File: config.mk
export PLATFORM = sky130hd
export DESIGN_NAME = mmio_top
export DESIGN_NICKNAME = d
export VERILOG_FILES = /design/src/verilog/mmio_pkg.sv /design/src/verilog/afu_descriptor.sv /design/src/verilog/algo_engine.sv /design/src/verilog/mmio_decode.sv /design/src/verilog/mmio_regs.sv /design/src/verilog/mmio_top.sv
export SDC_FILE = /design/constraint.sdc
export NUM_CORES = 1
export LEC_CHECK = 0
export BUFFER_PORTS_ARGS = -buffer_cell sky130_fd_sc_hd__buf_2
export CAP_MARGIN = 20
export CORE_UTILIZATION = 40
export DETAILED_ROUTE_END_ITERATION = 7
export GPL_TIMING_DRIVEN = 0
export PLACE_DENSITY = 0.7
export SYNTH_ARGS = -nofsm -noshare
export SYNTH_HDL_FRONTEND = slang
export SYNTH_SLANG_ARGS = --single-unit
File: constraint.sdc
create_clock -name clock -period 2.94 [get_ports clock]
set_clock_uncertainty 0.1 [all_clocks]
set_input_delay 0.147 -clock clock [delete_from_list [all_inputs] [get_ports clock]]
set_output_delay 0.147 -clock clock [all_outputs]
set_load 0.02 [all_outputs]
File: src/verilog/mmio_pkg.sv
// MMIO command and response structs, engine enums, register map, AFU descriptor, parity
`default_nettype none

package mmio_pkg;

  ////////////////////////////////////////////////////////////
  // Host command and response
  ////////////////////////////////////////////////////////////

  typedef struct packed {
    logic        valid;
    logic        cfg;
    logic        read;
    logic        doubleword;
    logic [0:23] address;
    logic        address_parity;
    logic [0:63] data;
    logic        data_parity;
  } mmio_req_t;

  typedef struct packed {
    logic        ack;
    logic [0:63] data;
    logic        data_parity;
  } mmio_resp_t;

  // Decoded access, one stage after the host command
  typedef struct packed {
    logic        cfg_read;
    logic        mmio_read;
    logic        mmio_write;
    logic        any;
    logic        doubleword;
    logic [0:23] address;
    logic [0:63] data;
  } mmio_access_t;

  ////////////////////////////////////////////////////////////
  // Engine
  ////////////////////////////////////////////////////////////

  typedef enum logic [3:0] {
    op_nop   = 4'h0,
    op_start = 4'h1,
    op_abort = 4'h2
  } algo_op_e;

  typedef enum logic [1:0] {
    st_idle = 2'd0,
    st_run  = 2'd1,
    st_done = 2'd2
  } algo_state_e;

  typedef struct packed {
    algo_state_e state;
    logic [0:15] done_count;
    logic [0:15] remaining;
    logic [0:29] reserved;
  } algo_status_t;

  // MMIO register map, word addresses
  localparam logic [0:23] ALGO_REQUEST = 24'h00_0020;
  localparam logic [0:23] ALGO_STATUS  = 24'h00_0022;
  localparam logic [0:23] ERROR_REG    = 24'h00_0024;

  localparam int MMIO_LATENCY = 4;

  // AFU descriptor, one doubleword per entry
  localparam int DESC_WORDS = 8;

  localparam logic [0:63] AFU_DESC_TABLE [0:DESC_WORDS-1] = '{
    64'h0000_0001_0001_8010,  // ints/process, processes, CR count, dedicated model
    64'h0000_0000_0000_0000,
    64'h0000_0000_0000_0001,  // config record length
    64'h0000_0000_0000_0100,  // config record offset
    64'h0000_0000_0000_0000,
    64'h0000_0000_0000_0000,
    64'h0000_0000_0000_0000,
    64'h0000_0000_0000_0000
  };

  // Zero extension keeps parity, so the 24-bit address goes through here too
  function automatic logic odd_parity_bit(input logic [0:63] value);
    return ~(^value);
  endfunction

endpackage

`default_nettype wire

File: src/verilog/afu_descriptor.sv
// AFU descriptor read port with single-word selection
`default_nettype none
`timescale 1ns/10ps

module afu_descriptor (
  input  wire                       clock,
  input  wire                       rstn,
  input  wire mmio_pkg::mmio_access_t access,
  output logic [0:63]               cfg_data
);

  import mmio_pkg::*;

  logic [0:63] entry;
  logic [0:63] selected;

  // Only the low doubleword offsets hit the table
  always_comb begin
    entry = '0;
    if (access.address[0:19] == 20'h0) begin
      entry = AFU_DESC_TABLE[access.address[20:22]];
    end
  end

  // Single-word reads return the chosen half twice
  always_comb begin
    if (access.doubleword) begin
      selected = entry;
    end else if (access.address[23]) begin
      selected = {entry[32:63], entry[32:63]};
    end else begin
      selected = {entry[0:31], entry[0:31]};
    end
  end

  always_ff @(posedge clock or negedge rstn) begin
    if (!rstn) begin
      cfg_data <= '0;
    end else if (access.cfg_read) begin
      cfg_data <= selected;
    end else begin
      // Zero when idle so the response can OR sources together
      cfg_data <= '0;
    end
  end

endmodule

`default_nettype wire

File: src/verilog/algo_engine.sv
// Algorithm engine FSM with job counter and status word
`default_nettype none
`timescale 1ns/10ps

module algo_engine (
  input  wire                    clock,
  input  wire                    rstn,
  input  wire mmio_pkg::algo_op_e  algo_op,
  input  wire [0:15]             algo_length,
  input  wire                    algo_cmd_valid,
  output mmio_pkg::algo_status_t algo_status,
  output logic                   illegal_op
);

  import mmio_pkg::*;

  algo_state_e state;
  logic [0:15] remaining;
  logic [0:15] done_count;

  always_ff @(posedge clock or negedge rstn) begin
    if (!rstn) begin
      state      <= st_idle;
      remaining  <= '0;
      done_count <= '0;
      illegal_op <= 1'b0;
    end else begin
      illegal_op <= 1'b0;

      // Job countdown
      if (state == st_run) begin
        remaining <= remaining - 16'd1;
        if (remaining == 16'd1) begin
          state      <= st_done;
          done_count <= done_count + 16'd1;
        end
      end

      // Commands override the countdown
      if (algo_cmd_valid) begin
        case (algo_op)
          op_start: begin
            // Ignored while a job runs
            if (state != st_run) begin
              if (algo_length == 16'd0) begin
                state      <= st_done;
                done_count <= done_count + 16'd1;
              end else begin
                state     <= st_run;
                remaining <= algo_length;
              end
            end
          end
          op_abort: begin
            state      <= st_idle;
            remaining  <= '0;
            done_count <= done_count;
          end
          op_nop: begin
          end
          default: illegal_op <= 1'b1;
        endcase
      end
    end
  end

  assign algo_status = '{state: state, done_count: done_count, remaining: remaining,
                         reserved: '0};

  assert property (@(posedge clock) disable iff (!rstn)
    state inside {st_idle, st_run, st_done});

  // A running job always has cycles left
  assert property (@(posedge clock) disable iff (!rstn)
    (state == st_run) |-> (remaining != 16'd0));

endmodule

`default_nettype wire

File: src/verilog/mmio_decode.sv
// Host command register, parity check and access decode
`default_nettype none
`timescale 1ns/10ps

module mmio_decode (
  input  wire                    clock,
  input  wire                    rstn,
  input  wire mmio_pkg::mmio_req_t mmio_req,
  output mmio_pkg::mmio_access_t access,
  output logic [0:1]             parity_err
);

  import mmio_pkg::*;

  // First stage, the raw host command
  logic      req_valid;
  mmio_req_t req_q;

  logic addr_bad;
  logic data_bad;

  // Second stage, decoded flags and payload
  logic        cfg_read_q;
  logic        mmio_read_q;
  logic        mmio_write_q;
  logic        any_q;
  logic        doubleword_q;
  logic [0:23] address_q;
  logic [0:63] data_q;

  ////////////////////////////////////////////////////////////
  // Input register
  ////////////////////////////////////////////////////////////

  always_ff @(posedge clock or negedge rstn) begin
    if (!rstn) begin
      req_valid <= 1'b0;
    end else begin
      req_valid <= mmio_req.valid;
    end
  end

  always_ff @(posedge clock) begin
    req_q <= mmio_req;
  end

  ////////////////////////////////////////////////////////////
  // Parity check and decode
  ////////////////////////////////////////////////////////////

  assign addr_bad = odd_parity_bit({40'h0, req_q.address}) != req_q.address_parity;

  // Data parity only means something on writes
  assign data_bad = !req_q.read && (odd_parity_bit(req_q.data) != req_q.data_parity);

  always_ff @(posedge clock or negedge rstn) begin
    if (!rstn) begin
      cfg_read_q   <= 1'b0;
      mmio_read_q  <= 1'b0;
      mmio_write_q <= 1'b0;
      any_q        <= 1'b0;
      parity_err   <= 2'b00;
    end else begin
      cfg_read_q   <= req_valid && req_q.cfg && req_q.read;
      mmio_read_q  <= req_valid && !req_q.cfg && req_q.read;
      mmio_write_q <= req_valid && !req_q.cfg && !req_q.read;
      // Config writes still need their ack
      any_q        <= req_valid;
      // A bad access is forwarded anyway, only flagged
      parity_err   <= req_valid ? {data_bad, addr_bad} : 2'b00;
    end
  end

  always_ff @(posedge clock) begin
    doubleword_q <= req_q.doubleword;
    address_q    <= req_q.address;
    data_q       <= req_q.data;
  end

  assign access = '{
    cfg_read:   cfg_read_q,
    mmio_read:  mmio_read_q,
    mmio_write: mmio_write_q,
    any:        any_q,
    doubleword: doubleword_q,
    address:    address_q,
    data:       data_q
  };

  // At most one access kind per cycle
  assert property (@(posedge clock) disable iff (!rstn)
    $onehot0({access.cfg_read, access.mmio_read, access.mmio_write}));

endmodule

`default_nettype wire

File: src/verilog/mmio_regs.sv
// MMIO request, status and sticky error registers with response generation
`default_nettype none
`timescale 1ns/10ps

module mmio_regs (
  input  wire                       clock,
  input  wire                       rstn,
  input  wire mmio_pkg::mmio_access_t access,
  input  wire [0:63]                cfg_data,
  input  wire [0:1]                 parity_err,
  input  wire mmio_pkg::algo_status_t algo_status,
  input  wire                       illegal_op,
  output mmio_pkg::algo_op_e        algo_op,
  output logic [0:15]               algo_length,
  output logic                      algo_cmd_valid,
  output mmio_pkg::mmio_resp_t      mmio_resp,
  output logic [0:1]                mmio_errors
);

  import mmio_pkg::*;

  logic request_hit;
  logic error_read;

  // Sticky bits 61..63 of the error register
  logic [0:2]  sticky;
  logic [0:63] mmio_data;
  logic        ack_pending;
  logic [0:63] read_data;

  logic        resp_ack;
  logic [0:63] resp_data;
  logic        resp_parity;

  assign request_hit = access.mmio_write && (access.address == ALGO_REQUEST);
  assign error_read  = access.mmio_read && (access.address == ERROR_REG);

  ////////////////////////////////////////////////////////////
  // Engine command
  ////////////////////////////////////////////////////////////

  always_ff @(posedge clock or negedge rstn) begin
    if (!rstn) begin
      algo_cmd_valid <= 1'b0;
    end else begin
      algo_cmd_valid <= request_hit;
    end
  end

  always_ff @(posedge clock) begin
    if (request_hit) begin
      algo_op     <= algo_op_e'(access.data[0:3]);
      algo_length <= access.data[48:63];
    end
  end

  ////////////////////////////////////////////////////////////
  // Errors and read data
  ////////////////////////////////////////////////////////////

  // Clear on read, but events landing on the same edge survive
  always_ff @(posedge clock or negedge rstn) begin
    if (!rstn) begin
      sticky      <= 3'b000;
      mmio_errors <= 2'b00;
    end else begin
      sticky      <= (error_read ? 3'b000 : sticky) | {illegal_op, parity_err};
      mmio_errors <= parity_err;
    end
  end

  always_ff @(posedge clock or negedge rstn) begin
    if (!rstn) begin
      mmio_data   <= '0;
      ack_pending <= 1'b0;
    end else begin
      ack_pending <= access.any;
      mmio_data   <= '0;
      if (access.mmio_read) begin
        case (access.address)
          ALGO_STATUS: mmio_data <= algo_status;
          ERROR_REG:   mmio_data <= {61'h0, sticky};
          default:     mmio_data <= '0;
        endcase
      end
    end
  end

  ////////////////////////////////////////////////////////////
  // Response
  ////////////////////////////////////////////////////////////

  // Idle sources are zero, so OR is the merge
  assign read_data = cfg_data | mmio_data;

  always_ff @(posedge clock or negedge rstn) begin
    if (!rstn) begin
      resp_ack <= 1'b0;
    end else begin
      resp_ack <= ack_pending;
    end
  end

  always_ff @(posedge clock) begin
    resp_data   <= read_data;
    resp_parity <= odd_parity_bit(read_data);
  end

  assign mmio_resp = '{ack: resp_ack, data: resp_data, data_parity: resp_parity};

  // Descriptor and register data never drive the merge together
  assert property (@(posedge clock) disable iff (!rstn)
    (cfg_data == '0) || (mmio_data == '0));

endmodule

`default_nettype wire

File: src/verilog/mmio_top.sv
// MMIO slave top level: decode, descriptor, registers and engine
`default_nettype none
`timescale 1ns/10ps

module mmio_top (
  input  wire                    clock,
  input  wire                    rstn,
  input  wire mmio_pkg::mmio_req_t mmio_req,
  output mmio_pkg::mmio_resp_t   mmio_resp,
  output logic [0:1]             mmio_errors
);

  import mmio_pkg::*;

  mmio_access_t access;
  logic [0:1]   parity_err;
  logic [0:63]  cfg_data;

  // Register block to engine
  algo_op_e     algo_op;
  logic [0:15]  algo_length;
  logic         algo_cmd_valid;
  algo_status_t algo_status;
  logic         illegal_op;

  mmio_decode mmio_decode_inst (
    .clock      (clock),
    .rstn       (rstn),
    .mmio_req   (mmio_req),
    .access     (access),
    .parity_err (parity_err)
  );

  afu_descriptor afu_descriptor_inst (
    .clock    (clock),
    .rstn     (rstn),
    .access   (access),
    .cfg_data (cfg_data)
  );

  mmio_regs mmio_regs_inst (
    .clock          (clock),
    .rstn           (rstn),
    .access         (access),
    .cfg_data       (cfg_data),
    .parity_err     (parity_err),
    .algo_status    (algo_status),
    .illegal_op     (illegal_op),
    .algo_op        (algo_op),
    .algo_length    (algo_length),
    .algo_cmd_valid (algo_cmd_valid),
    .mmio_resp      (mmio_resp),
    .mmio_errors    (mmio_errors)
  );

  algo_engine algo_engine_inst (
    .clock          (clock),
    .rstn           (rstn),
    .algo_op        (algo_op),
    .algo_length    (algo_length),
    .algo_cmd_valid (algo_cmd_valid),
    .algo_status    (algo_status),
    .illegal_op     (illegal_op)
  );

endmodule

`default_nettype wire
# [Word-level counts from Yosys, hierarchy flattened]
# Memories as Yosys holds them, arrays and structs flattened.
# Index checks and enable logic that the tools add are counted.
[totals] wordCells=98 mem_bits_rw=0 memories=1 output_inout_bits=68 romBits=512 latch_bits=0 input_bits=96 regBits=445
[classes] bitwise_logic=6 n_mul=0 mux=29 add_sub_neg=2 div=0 reduce_logical=17 shifts=0 n_eq_ne=11 order_cmp=1
[memory_table] name="(name not given)" depth=8 word_bits=64 rd=1 rd_ports_with_merged_regs=0 wr=0 line="afu_descriptor.sv:21" source="entry = AFU_DESC_TABLE[access.address[20:22]];"
[op_table] op="$mux 64" n=7
[op_table] op="$reduce_xor 64->1" n=3
[op_table] op="$mux 16" n=9
[op_table] op="$pmux 64 s2" n=1
[op_table] op="$eq 24x6->1 const B" n=3
[op_table] op="$or 64x64->64" n=1
[op_table] op="$pmux 16 s2" n=2
[op_table] op="$logic_not 20->1" n=1
[op_table] op="$add 16x1->16 const B" n=1
[op_table] op="$eq 16x1->1 const B" n=1
[op_table] op="$logic_not 16->1" n=1
[op_table] op="$sub 16x1->16 const B" n=1
[op_table] op="$mux 2" n=6
[op_table] op="$logic_and 1x1->1" n=8
[op_table] op="$eq 4x1->1 const B" n=1
[op_table] op="$eq 4x2->1 const B" n=1
[op_table] op="$ge 4x4->1 const B" n=1
[op_table] op="$logic_not 4->1" n=1
[op_table] op="$not 3->4" n=1
[op_table] op="$pmux 2 s2" n=1
[op_table] op="$mux 3" n=1
[op_table] op="$not 1->1" n=3
[op_table] op="$or 3x3->3" n=1
[op_table] op="$reduce_or 3->1" n=1
[op_table] op="6 further kinds" n=9

# [Logic depth before layout (Yosys ltp)]
[depth] ltp_word=8 mapped_depth=8

# [By module]
# From an unflattened synthesis, not the netlist that was laid out.
[hier_totals] cells_unflattened=984 hier_area_um2=13106.3
[by_module_without_submodules] mod="mmio_regs" n_inst=1 cells_per_inst=391 seq_area_each_um2=3703.6 area_per_inst_um2=5542.8
[by_module_without_submodules] mod="mmio_decode" n_inst=1 cells_per_inst=288 seq_area_each_um2=3818.7 area_per_inst_um2=4684.5
[by_module_without_submodules] mod="algo_engine" n_inst=1 cells_per_inst=220 seq_area_each_um2=875.8 area_per_inst_um2=2133.3
[by_module_without_submodules] mod="afu_descriptor" n_inst=1 cells_per_inst=85 seq_area_each_um2=150.1 area_per_inst_um2=745.7

# [Worst setup path after synthesis]
# No wires, ideal clock.
[synth_timing] kind="reg-to-reg" from="reg mmio_decode_inst.address_q[5] in the netlist's numbering" to="reg mmio_regs_inst.algo_length[0] in the netlist's numbering (enable)" arrival_time_ns=1.714 t_required_ns=2.462 stages_incl_launch_ff=4 slack_ns=0.747 setup_time_ns=0.378 path_buffers=0 path_cell_list="dfxtp_1 > or4_1 > nor3_1 > and4_1"
[synth_between] elab_chain_len=2
[synth_lines] element="from (decl)" line="mmio_decode.sv:28" source="logic [0:23] address_q;"
[synth_lines] element="from (signal assigned)" line="mmio_decode.sv:76" source="address_q <= req_q.address;"
[synth_lines] element="$eq 24x6->1" line="mmio_regs.sv:35" source="assign request_hit = access.mmio_write && (access.address == ALGO_REQUEST);"
[synth_lines] element="$logic_and 1x1->1" line="mmio_regs.sv:35"
[synth_lines] element="named net mmio_regs_inst.request_hit" line="mmio_regs.sv:22" source="logic request_hit;"
[synth_lines] element="to (signal assigned)" line="mmio_regs.sv:53" source="algo_length <= access.data[48:63];"
[synth_lines] element="to (decl)" line="mmio_regs.sv:14" source="output logic [0:15] algo_length,"
# The timed path passes the listed nets, and every way through them passes these cells.
# A chain may end at the register's enable or synchronous reset.

# [Final worst setup path]
[layout_timing] from="reg mmio_decode_inst.address_q[20] in the netlist's numbering" to="reg mmio_regs_inst.algo_length[5] in the netlist's numbering (enable)"
# The elaborated chain is that of the path after synthesis.

==> metrics.yaml <==
final_cells: 1283
fin_nets: 1075
p_int_mw: 6.92
layout_commonest_cell: "dfxtp_1"
setup-tns-final_ns: 0
die_h_um: 154
cts_sinks: 291
synthCells: 686
ctsHoldBuffers: 97
hold_path.class: "primary input to flop"
postCtsSetupRepairBufs: 0
clk_pin_slew_ns: 0.06
cp-end-kind: "flop"
syn_to_final_growth_pct: 33.9
place_area_um2: 10400
power_frac_comb_pct: 8.2
required_ns: 2.98
postSynthAreaPerCell_um2: 13.5
cp_max_fo: 21
synth_cell_type_count: 43
synthAdderAreaFrac_pct: 0.405
setup_violations: 0
drc: 0
clkPwrFrac_pct: 43.5
cap_violations: 0
grt_pass1_wl_mm: 27.4
synth_compound_area_share_pct: 2.17
fp-row-count: 55
grt_pass1_vias: 5665
netlist_top_cells_area: "dfxtp_1 (38%), dfrtp_1 (25%), xnor2_1 (12%), edfxtp_1 (6.5%), and2_1 (2.6%)"
crit_arrival_ns: 2.68
wirelength_mm: 16.4
r2r_cells: 4
crit_start: "mmio_decode_inst.address_q[20]$_DFF_P_"
cts_made_buffers: 28
period_share_pct: 89.7
numPortBuffers: 140
synth-edff-count: 20
synth.top_cell.area_share_pct: 38.4
drive_gt1_share_pct: 22.5
slew_viol_final: 0
cts_resized: 0
cts_buffer_depth: 3
cts_tree: "yes"
dp.cells: 1134
synth_xor_area_share_pct: 14.8
dp.final_hpwl_mm: 10.4
antenna_found_initial: 0
start_util_pct: 40.8
timing_worst_slew_pin_value_ns: 0.848
overflow: 0
io-pin-count: 164
htree_levels: 1
powerDensity_nw_per_um2: 698
grt_max_degree: 62
antennaDiodeCount: 0
ys_ff_latch: 291
outcome: "finished clean"
yosysSeqAreaShare_pct: 70.0
max_slew_margin_pct: 43.4
die-area_um2: 23800
syn_area_um2: 9270
final_cell_mix: "dfxtp_1 (178), buf_2 (139), xnor2_1 (130)"
fin_crit_ns: 2.64
yosys.area_share.simple_pct: 9.93
drt-initial-drc-count: 179
finalInstanceArea_um2: 12400
crit_path_start_kind: "flop"
r2r_slack_ns: 0.30
rsz0062_at_grt: "no"
yosysWarnings: 0
hold_ws_ns: 0.154
synth.mux.area_fraction_pct: 0.121
rr_startpoint: "mmio_decode_inst.address_q[20]$_DFF_P_"
core-area_um2: 22700
vias: 5442
ant_nets: 0
hold_viol: 0
cts-root-buf: "clkbuf_16"
rr_endpoint: "mmio_regs_inst.algo_length[5]$_DFFE_PP_"
ys.flop_type: "dfxtp_1"
worstSkewPairLatency_ns: 0.53
vdd_drop_max_uv: 428
gr-usage-all-layers_pct: 14.4
p_seq_share_pct: 48.3
dr.pass1.iters: 4
synth_largest_area_cell: "dfxtp_1"
die_w_um: 154
finalWeightedCongestion: 0.783
wl_per_cell_um: 12.8
switchingPower_mw: 1.74
p_leak_nw: 5.55
synth_async_sr_flop_share_pct: 32.0
path_class: "flop to flop"
via_per_inst: 4.24
endpoint: "mmio_regs_inst.algo_length[5]$_DFFE_PP_"
synth_top_family_by_area: "XOR/XNOR gates"
timing.fmax_ghz: 0.379
p_sw_share_pct: 20.1
==> Yosys cell counts (2+ instances only) <==
cell type / count
a21boi_0: 5
a21o_1: 5
a21oi_1: 3
and2_1: 39
and3_1: 2
and4_1: 2
buf_4: 27
clkbuf_1: 6
dfrtp_1: 93
dfxtp_1: 178
edfxtp_1: 20
ha_1: 3
inv_1: 2
nand2_1: 35
nand2b_1: 5
nand3_1: 7
nand4_1: 9
nor2_1: 29
nor2_2: 2
nor2b_1: 3
nor3_1: 5
nor4_1: 10
o21ai_0: 17
or2_2: 8
xnor2_1: 130
xor2_1: 24
==> flip-flops by register name, indices dropped and copies added (netlist names), 3 cells and up <==
register	cells
mmio_decode_inst.req_q	93
mmio_decode_inst.address_q	24
mmio_regs_inst.sticky	3
afu_descriptor_inst.cfg_data	6
mmio_decode_inst.data_q	20
mmio_regs_inst.algo_op	4
algo_engine_inst.done_count	16
mmio_regs_inst.mmio_data	37
mmio_regs_inst.algo_length	16
mmio_regs_inst.resp_data	39
algo_engine_inst.remaining	16
==> critical path, cell delays in order, from the launching register on <==
cell and delay [ns]:
dfxtp_1 0.30, nor4_1 0.42, nand4_1 0.21, nor3_1 0.40, and4_1 0.82
==> power groups by stage <==
stage,clock network [mW],registers [mW],logic (mW)
6_report,3.77,4.19,0.709
5_1_grt,4.05,4.20,0.770
4_1_cts,3.86,4.19,0.713
3_5_place_dp,0,4.27,0.609
3_3_place_gp,0,4.26,0.601
2_1_floorplan,0,4.27,0.427
==> per-stage QoR <==
step           setup slack (ns)  power, mW  util [%]
2_1_floorplan             0.747       4.69         -
3_3_place_gp              0.386       4.86      45.8
3_5_place_dp              0.346       4.88      46.0
4_1_cts                   0.329       8.75      54.6
5_1_grt                  0.0459       9.02      54.6
6_report                  0.302       8.66      54.6
==> layer usage <==
| metal | up-vias | global-route usage [%] | part of all wire (%) |
|---|---|---|---|
| li1 | 2761 | - | - |
| met1 | 2499 | 17.0 | 42 |
| met2 | 153 | 26.3 | 51 |
| met3 | 29 | 3.39 | 5.7 |
| met4 | 0 | 3.86 | 2.1 |
| met5 | - | 0 | 0 |
==> cell type report <==
class | instances | area (µm²)
fillers | 1856 | 10300
flip-flops and latches | 291 | 6490
clock inverters | 8 | 164
multi-input cells | 382 | 2630
repair buffers | 238 | 1700
well taps | 285 | 357
inverters | 2 | 7.51
clock buffers | 44 | 833
plain buffers | 33 | 225
==> cells by family (layout without fill, tap and decap cells) <==
| group | count (synthesis) | after routing |
|---|---|---|
| xor gates and xnor gates | 155 | 155 |
| other | 1 | 23 |
| DFF | 291 | 291 |
| and+or+nand+nor | 167 | 167 |
| muxes | 1 | 1 |
| buffers and inverters | 35 | 325 |
| adders and majority gates | 3 | 3 |
| AOI/OAI and AO/OA | 33 | 33 |
==> worst min path at each step <==
stage / start / endpoint / slack (ns) / cells past startpoint
2_1_floorplan: rstn / afu_descriptor_inst.cfg_data[16]$_DFF_PN0_ / -0.25 / 0
3_3_place_gp: mmio_req[21] / mmio_decode_inst.req_q[21]$_DFF_P_ / 0.15 / 1
3_5_place_dp: rstn / mmio_regs_inst.mmio_data[62]$_DFF_PN0_ / 0.02 / 1
4_1_cts: mmio_req[87] / mmio_decode_inst.req_q[87]$_DFF_P_ / 0.13 / 2
5_1_grt: mmio_req[40] / mmio_decode_inst.req_q[40]$_DFF_P_ / 0.13 / 2
6_report: mmio_req[83] / mmio_decode_inst.req_q[83]$_DFF_P_ / 0.15 / 2
Power figures use the tool's default switching activity.
